<file path="config.mk">
export PLATFORM = sky130hd
export DESIGN_NAME = pkt_egress
export DESIGN_NICKNAME = d
export VERILOG_FILES = /design/src/hdl/pkt_mux_pkg.sv /design/src/hdl/pkt_egress.sv
export SDC_FILE = /design/constraint.sdc
export NUM_CORES = 1
export LEC_CHECK = 0
export BUFFER_PORTS_ARGS = -buffer_cell sky130_fd_sc_hd__clkbuf_2
export CAP_MARGIN = 10
export CORE_AREA = 2 2 225 227
export CTS_CLUSTER_DIAMETER = 40
export CTS_CLUSTER_SIZE = 30
export DETAILED_ROUTE_END_ITERATION = 6
export DIE_AREA = 0 0 227 229
export PLACE_DENSITY = 0.48
export SLEW_MARGIN = 20
export SYNTH_ARGS = -nofsm -noshare
export SYNTH_HDL_FRONTEND = slang
export SYNTH_SLANG_ARGS = --single-unit
export TNS_END_PERCENT = 30
</file>
<file path="constraint.sdc">
create_clock -name i_clk -period 0.8 [get_ports i_clk]
set_input_delay 0.12 -clock i_clk [delete_from_list [all_inputs] [get_ports i_clk]]
set_output_delay 0.12 -clock i_clk [all_outputs]
set_load 0.02 [all_outputs]
</file>
<file path="src/hdl/pkt_mux_pkg.sv">
//##########################################################################
// Shared widths, tag codes, buffer limits and the beat-body union of the
// two-source packet multiplexer. Imported by every RTL module and the tb.
//##########################################################################

package pkt_mux_pkg;

  // beat layout: {tag, body}
  localparam int BEAT_W    = 134;
  localparam int TAG_W     = 2;
  localparam int BODY_W    = 132;
  localparam int NIB_W     = 4;   // metadata view is cut in nibbles

  // output metadata: first meta beat over second meta beat
  localparam int META_W    = 168;
  localparam int META_HI_W = 104;
  localparam int META_LO_W = 64;

  // position tags
  localparam logic [TAG_W-1:0] TAG_MID       = 2'b00;
  localparam logic [TAG_W-1:0] TAG_HEAD      = 2'b01;
  localparam logic [TAG_W-1:0] TAG_TAIL      = 2'b10;
  localparam logic [TAG_W-1:0] TAG_DRA_START = 2'b11;

  // per-source buffer
  localparam int FIFO_DEPTH    = 64;
  localparam int FIFO_AW       = 6;
  localparam int CNT_W         = 7;   // holds 0..FIFO_DEPTH

  // ADMIT_LIMIT + MAX_PKT_BEATS must stay within FIFO_DEPTH,
  // otherwise an admitted packet could overrun its buffer
  localparam int ADMIT_LIMIT   = 40;
  localparam int MAX_PKT_BEATS = 24;

  // admission states
  localparam logic [1:0] ADM_IDLE    = 2'd0;
  localparam logic [1:0] ADM_PASS    = 2'd1;
  localparam logic [1:0] ADM_DISCARD = 2'd2;

  // packet phase of a read beat, in read order
  localparam logic [1:0] PH_META_HI = 2'd0;
  localparam logic [1:0] PH_META_LO = 2'd1;
  localparam logic [1:0] PH_HEAD    = 2'd2;
  localparam logic [1:0] PH_BODY    = 2'd3;

  // body of one beat, seen as payload or as metadata nibbles
  typedef union packed {
    logic [BODY_W-1:0]                  raw;   // payload word
    logic [BODY_W/NIB_W-1:0][NIB_W-1:0] meta;  // low nibbles carry metadata
  } pkt_body_u;

endpackage
</file>
<file path="src/hdl/pkt_egress.sv">
//##########################################################################
// Output stage. Collects the two metadata beats into the 168-bit metadata
// word, retags the DMA data head and registers beat and metadata outputs.
//##########################################################################

`timescale 1ns/1ns

module pkt_egress (
  input  logic                           i_clk,
  input  logic                           i_rst_n,
  input  logic [pkt_mux_pkg::BEAT_W-1:0] i_dma_beat,
  input  logic [pkt_mux_pkg::BEAT_W-1:0] i_dra_beat,
  input  logic                           i_sel_dra,
  input  logic [1:0]                     i_phase,
  input  logic                           i_rd_active,
  output logic                           o_data_valid,
  output logic [pkt_mux_pkg::BEAT_W-1:0] o_data,
  output logic                           o_meta_valid,
  output logic [pkt_mux_pkg::META_W-1:0] o_meta
);

  import pkt_mux_pkg::*;

  logic [BEAT_W-1:0] beat;
  logic [TAG_W-1:0]  tag;
  pkt_body_u         body;
  logic              data_phase;
  logic              dma_head;

  assign beat       = i_sel_dra ? i_dra_beat : i_dma_beat;
  assign tag        = beat[BEAT_W-1 -: TAG_W];
  assign body       = beat[BODY_W-1:0];
  assign data_phase = i_rd_active && ((i_phase == PH_HEAD) || (i_phase == PH_BODY));
  assign dma_head   = !i_sel_dra && (i_phase == PH_HEAD);

  always_ff @(posedge i_clk or negedge i_rst_n) begin
    if (!i_rst_n) begin
      o_data_valid <= 1'b0;
      o_meta_valid <= 1'b0;
    end else begin
      o_data_valid <= data_phase;  // meta beats are consumed here
      // DRA marks its heads itself, DMA head is the third beat
      o_meta_valid <= data_phase && (i_sel_dra ? (tag == TAG_HEAD) : dma_head);
    end
  end

  always_ff @(posedge i_clk) begin
    if (data_phase) begin
      o_data <= dma_head ? {TAG_HEAD, body.raw} : beat;
    end
    if (i_rd_active && (i_phase == PH_META_HI)) begin
      o_meta[META_W-1 -: META_HI_W] <= body.meta[META_HI_W/NIB_W-1:0];
    end
    if (i_rd_active && (i_phase == PH_META_LO)) begin
      o_meta[META_LO_W-1:0] <= body.meta[META_LO_W/NIB_W-1:0];
    end
  end

endmodule

</file>
==> run metrics <==
Area Growth Syn to Fin 88.1%; CP Max Fanout 1; Pre-antenna DRT Iters 4; layout cell share with drive strength beyond 1 59.3%; Clock Path Buffers 3; clock-pin slew of the registers on the worst-case setup and hold paths 0.06 ns; Synth cell types 14; Synth warnings 0; Mapped Cells 463; Die W 227 um; Seq cells post-synth 304; slowest CP cell edfxtp_1; CP startpoint kind register; setup violators final 313; sw power 0.0112 W; Clock Sinks 304; Starting Density 21.8%; Layout Utilization 41.1%; n_diodes 0; Worst Path Buf+Inv 1; global-route wire length before repair 54000 um; Initial DRC Count 301; Worst path top cell family by delay flip-flops; max-slew violation count 0; Inst Count DP 1769; Worst EP required 0.68 ns; maxcap violations 0; wirelength, routed 37600 um; Final WS setup -0.505 ns; Rows 82; sequential cell fraction of total power 41.2%; RSZ-0062 raised after global routing true; post-route insts no fill 2125; syn avg cell area 23.4 um2; CP Capture Type output port; PD cells 2270 mW/mm2; number of vias per cell 3.86; IR drop worst, VDD 1790 uV; Worst Tran Pin Value 0.410 ns; worst setup path class reg -> out; syn nets 737; slowest stage delay, CP 0.43 ns; final hold vios 0; nets@finish 1689; Total GRT Usage 13.9%; combinational share of power 13.4%; TritonCTS Buffers 46; drt drc 0; initial antenna violation count 0; largest net degree at the start of global routing 28; status finished with violations; CP Data Arrival Time 1.19 ns; critical path, cell by cell clkbuf_8; Congestion Overflow GR 0; vias in the first global route 9020; CTS H-tree lvls 2; fin crit period 1.31 ns; post-detail-place hpwl 27100 um; leakage power total 8.36 nW; clock root buffer clkbuf_16; setup TNS -125.62 ns; routed length per instance 17.7 um; Die Y-Extent 229 um; TritonCTS clock tree yes; Netlist Area Pre-Place 0.0108 mm2; sw frac 24.2%; HP Class in -> reg; Clock power frac 45.3%; gpl congestion 0.800; number of setup buffers added after CTS 0; die area 0.0520 mm2; share of the yosys chip area belonging to registers 84.1%; Peak Freq 766 MHz; Final Cycle Share 163%; failing checks setup timing; Core ar. 0.0497 mm2; Port Buffers 577; relative slew slack 72.6%; internal power 0.0350 W; DR vias 8202; post-route ant nets 0; IO Pins 578
==> flip-flops by register name (all words and copies together), names as in the netlist <==
signal	flops
o_meta_valid	1
o_meta	168
o_data_valid	1
o_data	134
==> cells in the mapped netlist <==
cell,n,area (um2)
and3b_1,2,17.5
o21a_1,1,7.51
buf_2,1,5.00
nand2b_1,1,6.26
nor2b_1,2,12.5
a21oi_1,1,5.00
mux2_2,132,1490
edfxtp_1,302,9070
dfrtp_1,2,50.1
nor3b_1,1,7.51
nor2_1,2,7.51
a22o_1,1,8.76
buf_6,14,158
and2_1,1,6.26
==> kinds of logic after synthesis <==
family / synth area share (%)
buffers and inverters: 1.50
flip-flops: 84.1
AO/OA/AOI/OAI: 0.196
multiplexers: 13.7
AND/OR/NAND/NOR: 0.531
==> layout make-up <==
| cell class | instances | area, um2 |
|---|---|---|
| fill | 4498 | 29300 |
| sequential | 304 | 9120 |
| timing repair buffer | 919 | 7220 |
| multi-input combinational | 144 | 1590 |
| clock buffer | 48 | 1160 |
| tap | 672 | 841 |
| clock inverter | 38 | 482 |
==> power groups by stage <==
| stage | Sequential (W) | Combinational, W | Clock [W] |
|---|---|---|---|
| finish | 0.0191 | 0.00621 | 0.0210 |
| detailed placement | 0.0193 | 0.00473 | 0 |
| floorplan | 0.0206 | 0.00103 | 0 |
| global placement | 0.0193 | 0.00471 | 0 |
| CTS | 0.0190 | 0.00594 | 0.0216 |
| global route | 0.0191 | 0.00658 | 0.0222 |
==> cells in the final DEF (no fill, tap or decap), drive strengths merged <==
master / n
and3b: 2
nand2b: 1
dfrtp: 2
o21a: 1
nor2: 2
dlygate4sd3: 270
clkbuf: 348
buf: 349
inv: 9
edfxtp: 302
bufinv: 7
a22o: 1
and2: 1
nor2b: 2
a21oi: 1
clkinv: 19
clkinvlp: 3
mux2: 132
nor3b: 1
==> worst paths after layout <==
check                                to        from  cells past startpoint
max in group asynchronous  o_meta_valid     i_rst_n                      3
min in group asynchronous  o_data_valid     i_rst_n                      3
hold / removal              o_data[122]   i_sel_dra                      3
setup / recovery             o_data[31]  o_data[31]                      1
==> routing by layer <==
metal  up-vias  track usage, %  share of wire [%]
met5         -               0                  0
met4         0            6.13                3.9
met3        85            4.05                7.6
met2       386            24.8                 51
met1      3940            15.1                 37
li1       3791               -                  -
==> what timing repair did <==
item	CTS	global route
hold buffers	270	0
endpoints found under the setup margin	304	307
gates resized for setup	58	453
endpoints found under the hold margin	305	0
pin swaps	0	0
==> metrics by stage <==
stage | area [um2] | hold WS (ns) | total power, W | setup slack (ns)
floorplan | 10900 | -0.176 | 0.0216 | -2.42
global placement | 15300 | -0.0837 | 0.0241 | -0.470
detailed placement | 15300 | -0.0835 | 0.0241 | -0.479
CTS | 19900 | 0.0146 | 0.0465 | -0.564
global route | 20400 | 0.0459 | 0.0479 | -0.567
finish | 20400 | 0.0571 | 0.0462 | -0.505
Note: power is estimated with default switching activity, not from simulation.
