`src/hdl/pkt_mux_pkg.sv`:
```
//##########################################################################
// Shared widths, tag codes, buffer limits and the beat-body union of the
// two-source packet multiplexer. Imported by every RTL module and the tb.
//##########################################################################

package pkt_mux_pkg;

  // beat layout: {tag, body}
  localparam int BEAT_W    = 134;
  localparam int TAG_W     = 2;
  localparam int BODY_W    = 132;
  localparam int NIB_W     = 4;   // metadata view is cut in nibbles

  // output metadata: first meta beat over second meta beat
  localparam int META_W    = 168;
  localparam int META_HI_W = 104;
  localparam int META_LO_W = 64;

  // position tags
  localparam logic [TAG_W-1:0] TAG_MID       = 2'b00;
  localparam logic [TAG_W-1:0] TAG_HEAD      = 2'b01;
  localparam logic [TAG_W-1:0] TAG_TAIL      = 2'b10;
  localparam logic [TAG_W-1:0] TAG_DRA_START = 2'b11;

  // per-source buffer
  localparam int FIFO_DEPTH    = 64;
  localparam int FIFO_AW       = 6;
  localparam int CNT_W         = 7;   // holds 0..FIFO_DEPTH

  // ADMIT_LIMIT + MAX_PKT_BEATS must stay within FIFO_DEPTH,
  // otherwise an admitted packet could overrun its buffer
  localparam int ADMIT_LIMIT   = 40;
  localparam int MAX_PKT_BEATS = 24;

  // admission states
  localparam logic [1:0] ADM_IDLE    = 2'd0;
  localparam logic [1:0] ADM_PASS    = 2'd1;
  localparam logic [1:0] ADM_DISCARD = 2'd2;

  // packet phase of a read beat, in read order
  localparam logic [1:0] PH_META_HI = 2'd0;
  localparam logic [1:0] PH_META_LO = 2'd1;
  localparam logic [1:0] PH_HEAD    = 2'd2;
  localparam logic [1:0] PH_BODY    = 2'd3;

  // body of one beat, seen as payload or as metadata nibbles
  typedef union packed {
    logic [BODY_W-1:0]                  raw;   // payload word
    logic [BODY_W/NIB_W-1:0][NIB_W-1:0] meta;  // low nibbles carry metadata
  } pkt_body_u;

endpackage
```
`src/hdl/pkt_mux_ctrl.sv`:
```
//##########################################################################
// Read controller. Picks DMA or DRA, reads one whole packet back to back,
// pauses a cycle after every almost-full cycle and stops on the tail beat.
//##########################################################################

`timescale 1ns/1ns

module pkt_mux_ctrl (
  input  logic                          i_clk,
  input  logic                          i_rst_n,
  input  logic                          i_alf,
  input  logic                          i_dra_valid,
  input  logic                          i_dma_ready,
  input  logic                          i_dra_ready,
  input  logic [pkt_mux_pkg::TAG_W-1:0] i_dma_tag,    // tag at FIFO output
  input  logic [pkt_mux_pkg::TAG_W-1:0] i_dra_tag,
  output logic                          o_dma_rd_en,
  output logic                          o_dra_rd_en,
  output logic                          o_sel_dra,
  output logic [1:0]                    o_phase,      // phase of FIFO output
  output logic                          o_rd_active   // FIFO output is a read beat
);

  import pkt_mux_pkg::*;

  logic             busy;       // a packet is being read
  logic [1:0]       rd_phase;   // phase of the next read
  logic             alf_q;
  logic             rd_en;
  logic             tail_seen;
  logic [TAG_W-1:0] cur_tag;
  logic             start_dma;
  logic             start_dra;

  assign cur_tag   = o_sel_dra ? i_dra_tag : i_dma_tag;
  assign tail_seen = o_rd_active && (cur_tag == TAG_TAIL);

  // the read that is in flight may be the tail, so nothing more is read
  // in the cycle where the tail shows up
  assign rd_en       = busy && !alf_q && !tail_seen;
  assign o_dma_rd_en = rd_en && !o_sel_dra;
  assign o_dra_rd_en = rd_en && o_sel_dra;

  // DMA goes first unless DRA is arriving right now
  assign start_dma = !i_alf && i_dma_ready && !i_dra_valid;
  assign start_dra = !i_alf && i_dra_ready && !start_dma;

  always_ff @(posedge i_clk or negedge i_rst_n) begin
    if (!i_rst_n) begin
      busy        <= 1'b0;
      rd_phase    <= PH_META_HI;
      o_sel_dra   <= 1'b0;
      alf_q       <= 1'b0;
      o_rd_active <= 1'b0;
      o_phase     <= PH_META_HI;
    end else begin
      alf_q       <= i_alf;
      o_rd_active <= rd_en;
      o_phase     <= rd_phase;  // follows the beat to the FIFO output
      if (!busy) begin
        if (start_dma || start_dra) begin
          busy      <= 1'b1;
          o_sel_dra <= start_dra;
          rd_phase  <= PH_META_HI;
        end
      end else if (tail_seen) begin
        busy <= 1'b0;
      end else if (rd_en && (rd_phase != PH_BODY)) begin
        rd_phase <= rd_phase + 2'd1;  // meta hi -> meta lo -> head -> body
      end
    end
  end

  // one packet at a time, so at most one buffer is drained per cycle
  a_one_rd_en : assert property (@(posedge i_clk) disable iff (!i_rst_n)
    !(o_dma_rd_en && o_dra_rd_en))
    else $error("both packet FIFOs read in the same cycle");

endmodule

```
`config.mk`:
```
export PLATFORM = sky130hd
export DESIGN_NAME = pkt_mux_ctrl
export DESIGN_NICKNAME = d
export VERILOG_FILES = /design/src/hdl/pkt_mux_pkg.sv /design/src/hdl/pkt_mux_ctrl.sv
export SDC_FILE = /design/constraint.sdc
export NUM_CORES = 1
export LEC_CHECK = 0
export ABC_AREA = 1
export BUFFER_PORTS_ARGS = -buffer_cell sky130_fd_sc_hd__buf_2
export CAP_MARGIN = 20
export CORE_AREA = 2 2 39 41
export DETAILED_ROUTE_END_ITERATION = 7
export DIE_AREA = 0 0 41 43
export PLACE_DENSITY = 0.58
export SLEW_MARGIN = 20
export SYNTH_ARGS = -nofsm -noshare
export SYNTH_HDL_FRONTEND = slang
export SYNTH_SLANG_ARGS = --single-unit
```
`constraint.sdc`:
```
create_clock -name i_clk -period 2.2 [get_ports i_clk]
set_clock_uncertainty 0.05 [all_clocks]
set_input_delay 0.11 -clock i_clk [delete_from_list [all_inputs] [get_ports i_clk]]
set_output_delay 0.11 -clock i_clk [all_outputs]
set_load 0.03 [all_outputs]
```
==> summary.md <==
| Metric | Value |
|---|---|
| Outcome | complete, no violations |
| Largest net degree at the start of global routing | 9 |
| Synth Register Bits | 8 |
| CTS tree | built |
| Number of port buffers | 15 |
| Die area | 1763 µm² |
| Psw | around 280 µW |
| ANT cells | 0 |
| Routed Antenna Nets | 0 |
| Worst Setup Start Kind | register |
| H-tree Lvls | 1 |
| GPL Wtd Cong | between 0.7 and 0.8 |
| Final Util | roughly 37% |
| Mean post-synth cell area | around 9 µm² |
| Depth of the most critical reg-to-reg path | 9 |
| Sw Ratio | a little over two fifths |
| Worst r2r src | o_sel_dra |
| Placement Cell Area | between 400 and 500 µm² |
| Fillers | 149 |
| CP required | around 2 ns |
| Power Total | 639.0 µW |
| Least-Margin Pin Slew | between 0.15 and 0.2 ns |
| Mapped Area | between 300 and 400 µm² |
| Worst skew pair latency | roughly 0.25 ns |
| Core Area | between 1000 and 1500 µm² |
| Die height | ~43 µm |
| WS Path Type | reg2out |
| CTS Hold Bufs | 2 |
| Wire length per cell | between 8 and 9 µm |
| Layout net count | 76 |
| Via count | between 300 and 400 |
| First-pass GRT wire length | roughly 1000 µm |
| LEAKAGE | between 0.0002 and 0.0003 µW |
| Initial antenna violation count | 0 |
| Part of the power in combinational logic | 43.8% |
| Max Root-Sink Buffers | 2 |
| GR Overflow Total | 0 |
| PostCTS Resize Cnt | 0 |
| Fin. max-slew vios | 0 |
| Syn nets | 54 |
| Worst-path fanout max | 5 |
| DR DRC count | 0 |
| Final Cell Area | roughly 500 µm² |
| Hold Crit Class | in2reg |
| Most common cell after layout, fill and taps aside | buf_2 |
| Clk slew on worst S/H paths | about 0.050 ns |
| Maximum VDD drop | 0.3872 mV |
| Routed Wire Length | roughly 670 µm |
| Yosys warning count | 0 |
| Min-delay src | i_dma_tag[1] |
| Hold_ws | 0.1285 ns |
| Worst EP arrival | approximately 1.4 ns |
| Setup tns final | 0 ns |
| Root Driver | clkbuf_4 |
| Die W | ~41 µm |
| Setup violations, final | 0 |
| RSZ-0062 raised after global routing | no |
| Share of cells above drive strength 1 | 33.33% |
| Drt pass-1 iters | 3 |
| Number of global-route vias before repair | between 200 and 300 |
| Initial core utilization | 27.22% |
| CTS buffer count | 3 |
| I/O pins | 16 |
| Multi-input logic area | around 150 µm² |
| Worst reg2reg path endpoint | rd_phase[1] |
| FF+latch area | 200.2 µm² |
| Hold EP | o_rd_active |
| Sequential share of the synthesized area | 53.16% |
| P_int | about 360 µW |
| Vias per inst | around 4.3 |
| Relative slew margins | between 80% and 90% |
| Share of power burned in registers | between 30 and 40% |
| Leading cell types in the layout, fill and taps excluded | buf_2, nand2_1, inv_1, dfrtp_1, nor2_1 |
| Post-CTS setup buffers | 0 |
| Period utilization | between 60% and 70% |
| Dpl hpwl | between 500 and 600 µm |
| Final Hold Viols | 0 |
| Area grow syn2layout | 36.54% |
| Distinct cells, synth | 13 |
| # Max-Cap Violations | 0 |
| Crit end category | output port |
| Clock share of power | between 10% and 20% |
| Row Count | 14 |
| PwrDens | ~1200 nW/µm² |
| Initial DRC Count | 3 |
| Tot GR Track Use | a little under a tenth |
| Max Freq | between 600 and 700 MHz |
| R2R Setup Slk | 1.04 ns |
| CTS sink count | 8 |
| Hold Crit Depth | 4 |
| Tmin final | 1.534 ns |
| Synth Instances | between 40 and 50 |
[metal layers]
metal | share of wire (%) | global-route usage [%] | vias up
met4 | 5.3 | 12.00 | 0
met3 | 8.0 | 3.141 | 4
met2 | 46 | 14.69 | 14
li1 | - | - | 174
met1 | 40 | 7.641 | 148
met5 | 0 | 0 | -
[worst max-delay path by stage]
stage / cells after the start / slack (ns) / start / endpoint
2_1_floorplan: 6 / 0.71 / o_sel_dra / o_dma_rd_en
3_3_place_gp: 6 / 0.93 / busy / o_dra_rd_en
3_5_place_dp: 6 / 0.92 / busy / o_dma_rd_en
4_1_cts: 6 / 0.64 / busy / o_dma_rd_en
5_1_grt: 6 / 0.54 / busy / o_dma_rd_en
6_report: 6 / 0.67 / busy / o_dma_rd_en
[Yosys cell counts]
cell type | number | area (µm²)
a21boi_4 | 1 | 18.77
ha_1 | 1 | 12.51
dfrtp_1 | 8 | 200.2
nand4_1 | 1 | 6.260
nor2_2 | 1 | 6.260
nand3b_1 | 1 | 7.510
o21ai_0 | 2 | 10.01
nor2_1 | 4 | 15.01
inv_1 | 8 | 30.03
nand2_2 | 1 | 6.260
nand2_1 | 11 | 41.29
o21a_1 | 1 | 7.510
nand3_1 | 3 | 15.01
[worst max-delay path, cell delays in order (launching register included)]
cell	delay, ns
dfrtp_1	0.39
inv_1	0.10
nor2_2	0.10
a21boi_4	0.20
inv_1	0.07
nor2_1	0.07
buf_2	0.19
[layout make-up]
class                           count  area share, %
Clock buffer                        3          4.380
Inverter                            8          5.839
Multi-Input combinational cell     27          28.47
Sequential cell                     8          38.93
Tap cell                           16          3.893
Timing Repair Buffer               17          18.49
[metrics by stage]
stage,std cells,setup slack (ns)
after floorplan,43,0.7061
after global placement,74,0.9349
after detailed placement,74,0.9214
after CTS,79,0.6446
after global routing,79,0.5426
final,79,0.6663
[state kept, by name, indices dropped and copies added (netlist names)]
name	cells
o_phase	2
rd_phase	2
alf_q	1
busy	1
o_sel_dra	1
o_rd_active	1
[cells by family (layout without fill, tap and decap cells)]
| kind of cell | Yosys count | count (layout) | share of synthesized area [%] |
|---|---|---|---|
| AOI/OAI and AO/OA | 4 | 4 | 9.636 |
| adders and majority gates | 1 | 1 | 3.322 |
| and+or+nand+nor | 22 | 22 | 25.92 |
| DFF | 8 | 8 | 53.16 |
| buffers and inverters | 8 | 28 | 7.974 |
[power by group through the flow]
stage | clock network (µW) | registers, µW | logic (µW)
2_1_floorplan | 0 | 305 | 150
4_1_cts | 116 | 250 | 286
3_5_place_dp | 0 | 252 | 283
6_report | 111 | 248 | 280
5_1_grt | 123 | 257 | 317
3_3_place_gp | 0 | 248 | 282
No activity file was read; power rests on OpenSTA's default activity.
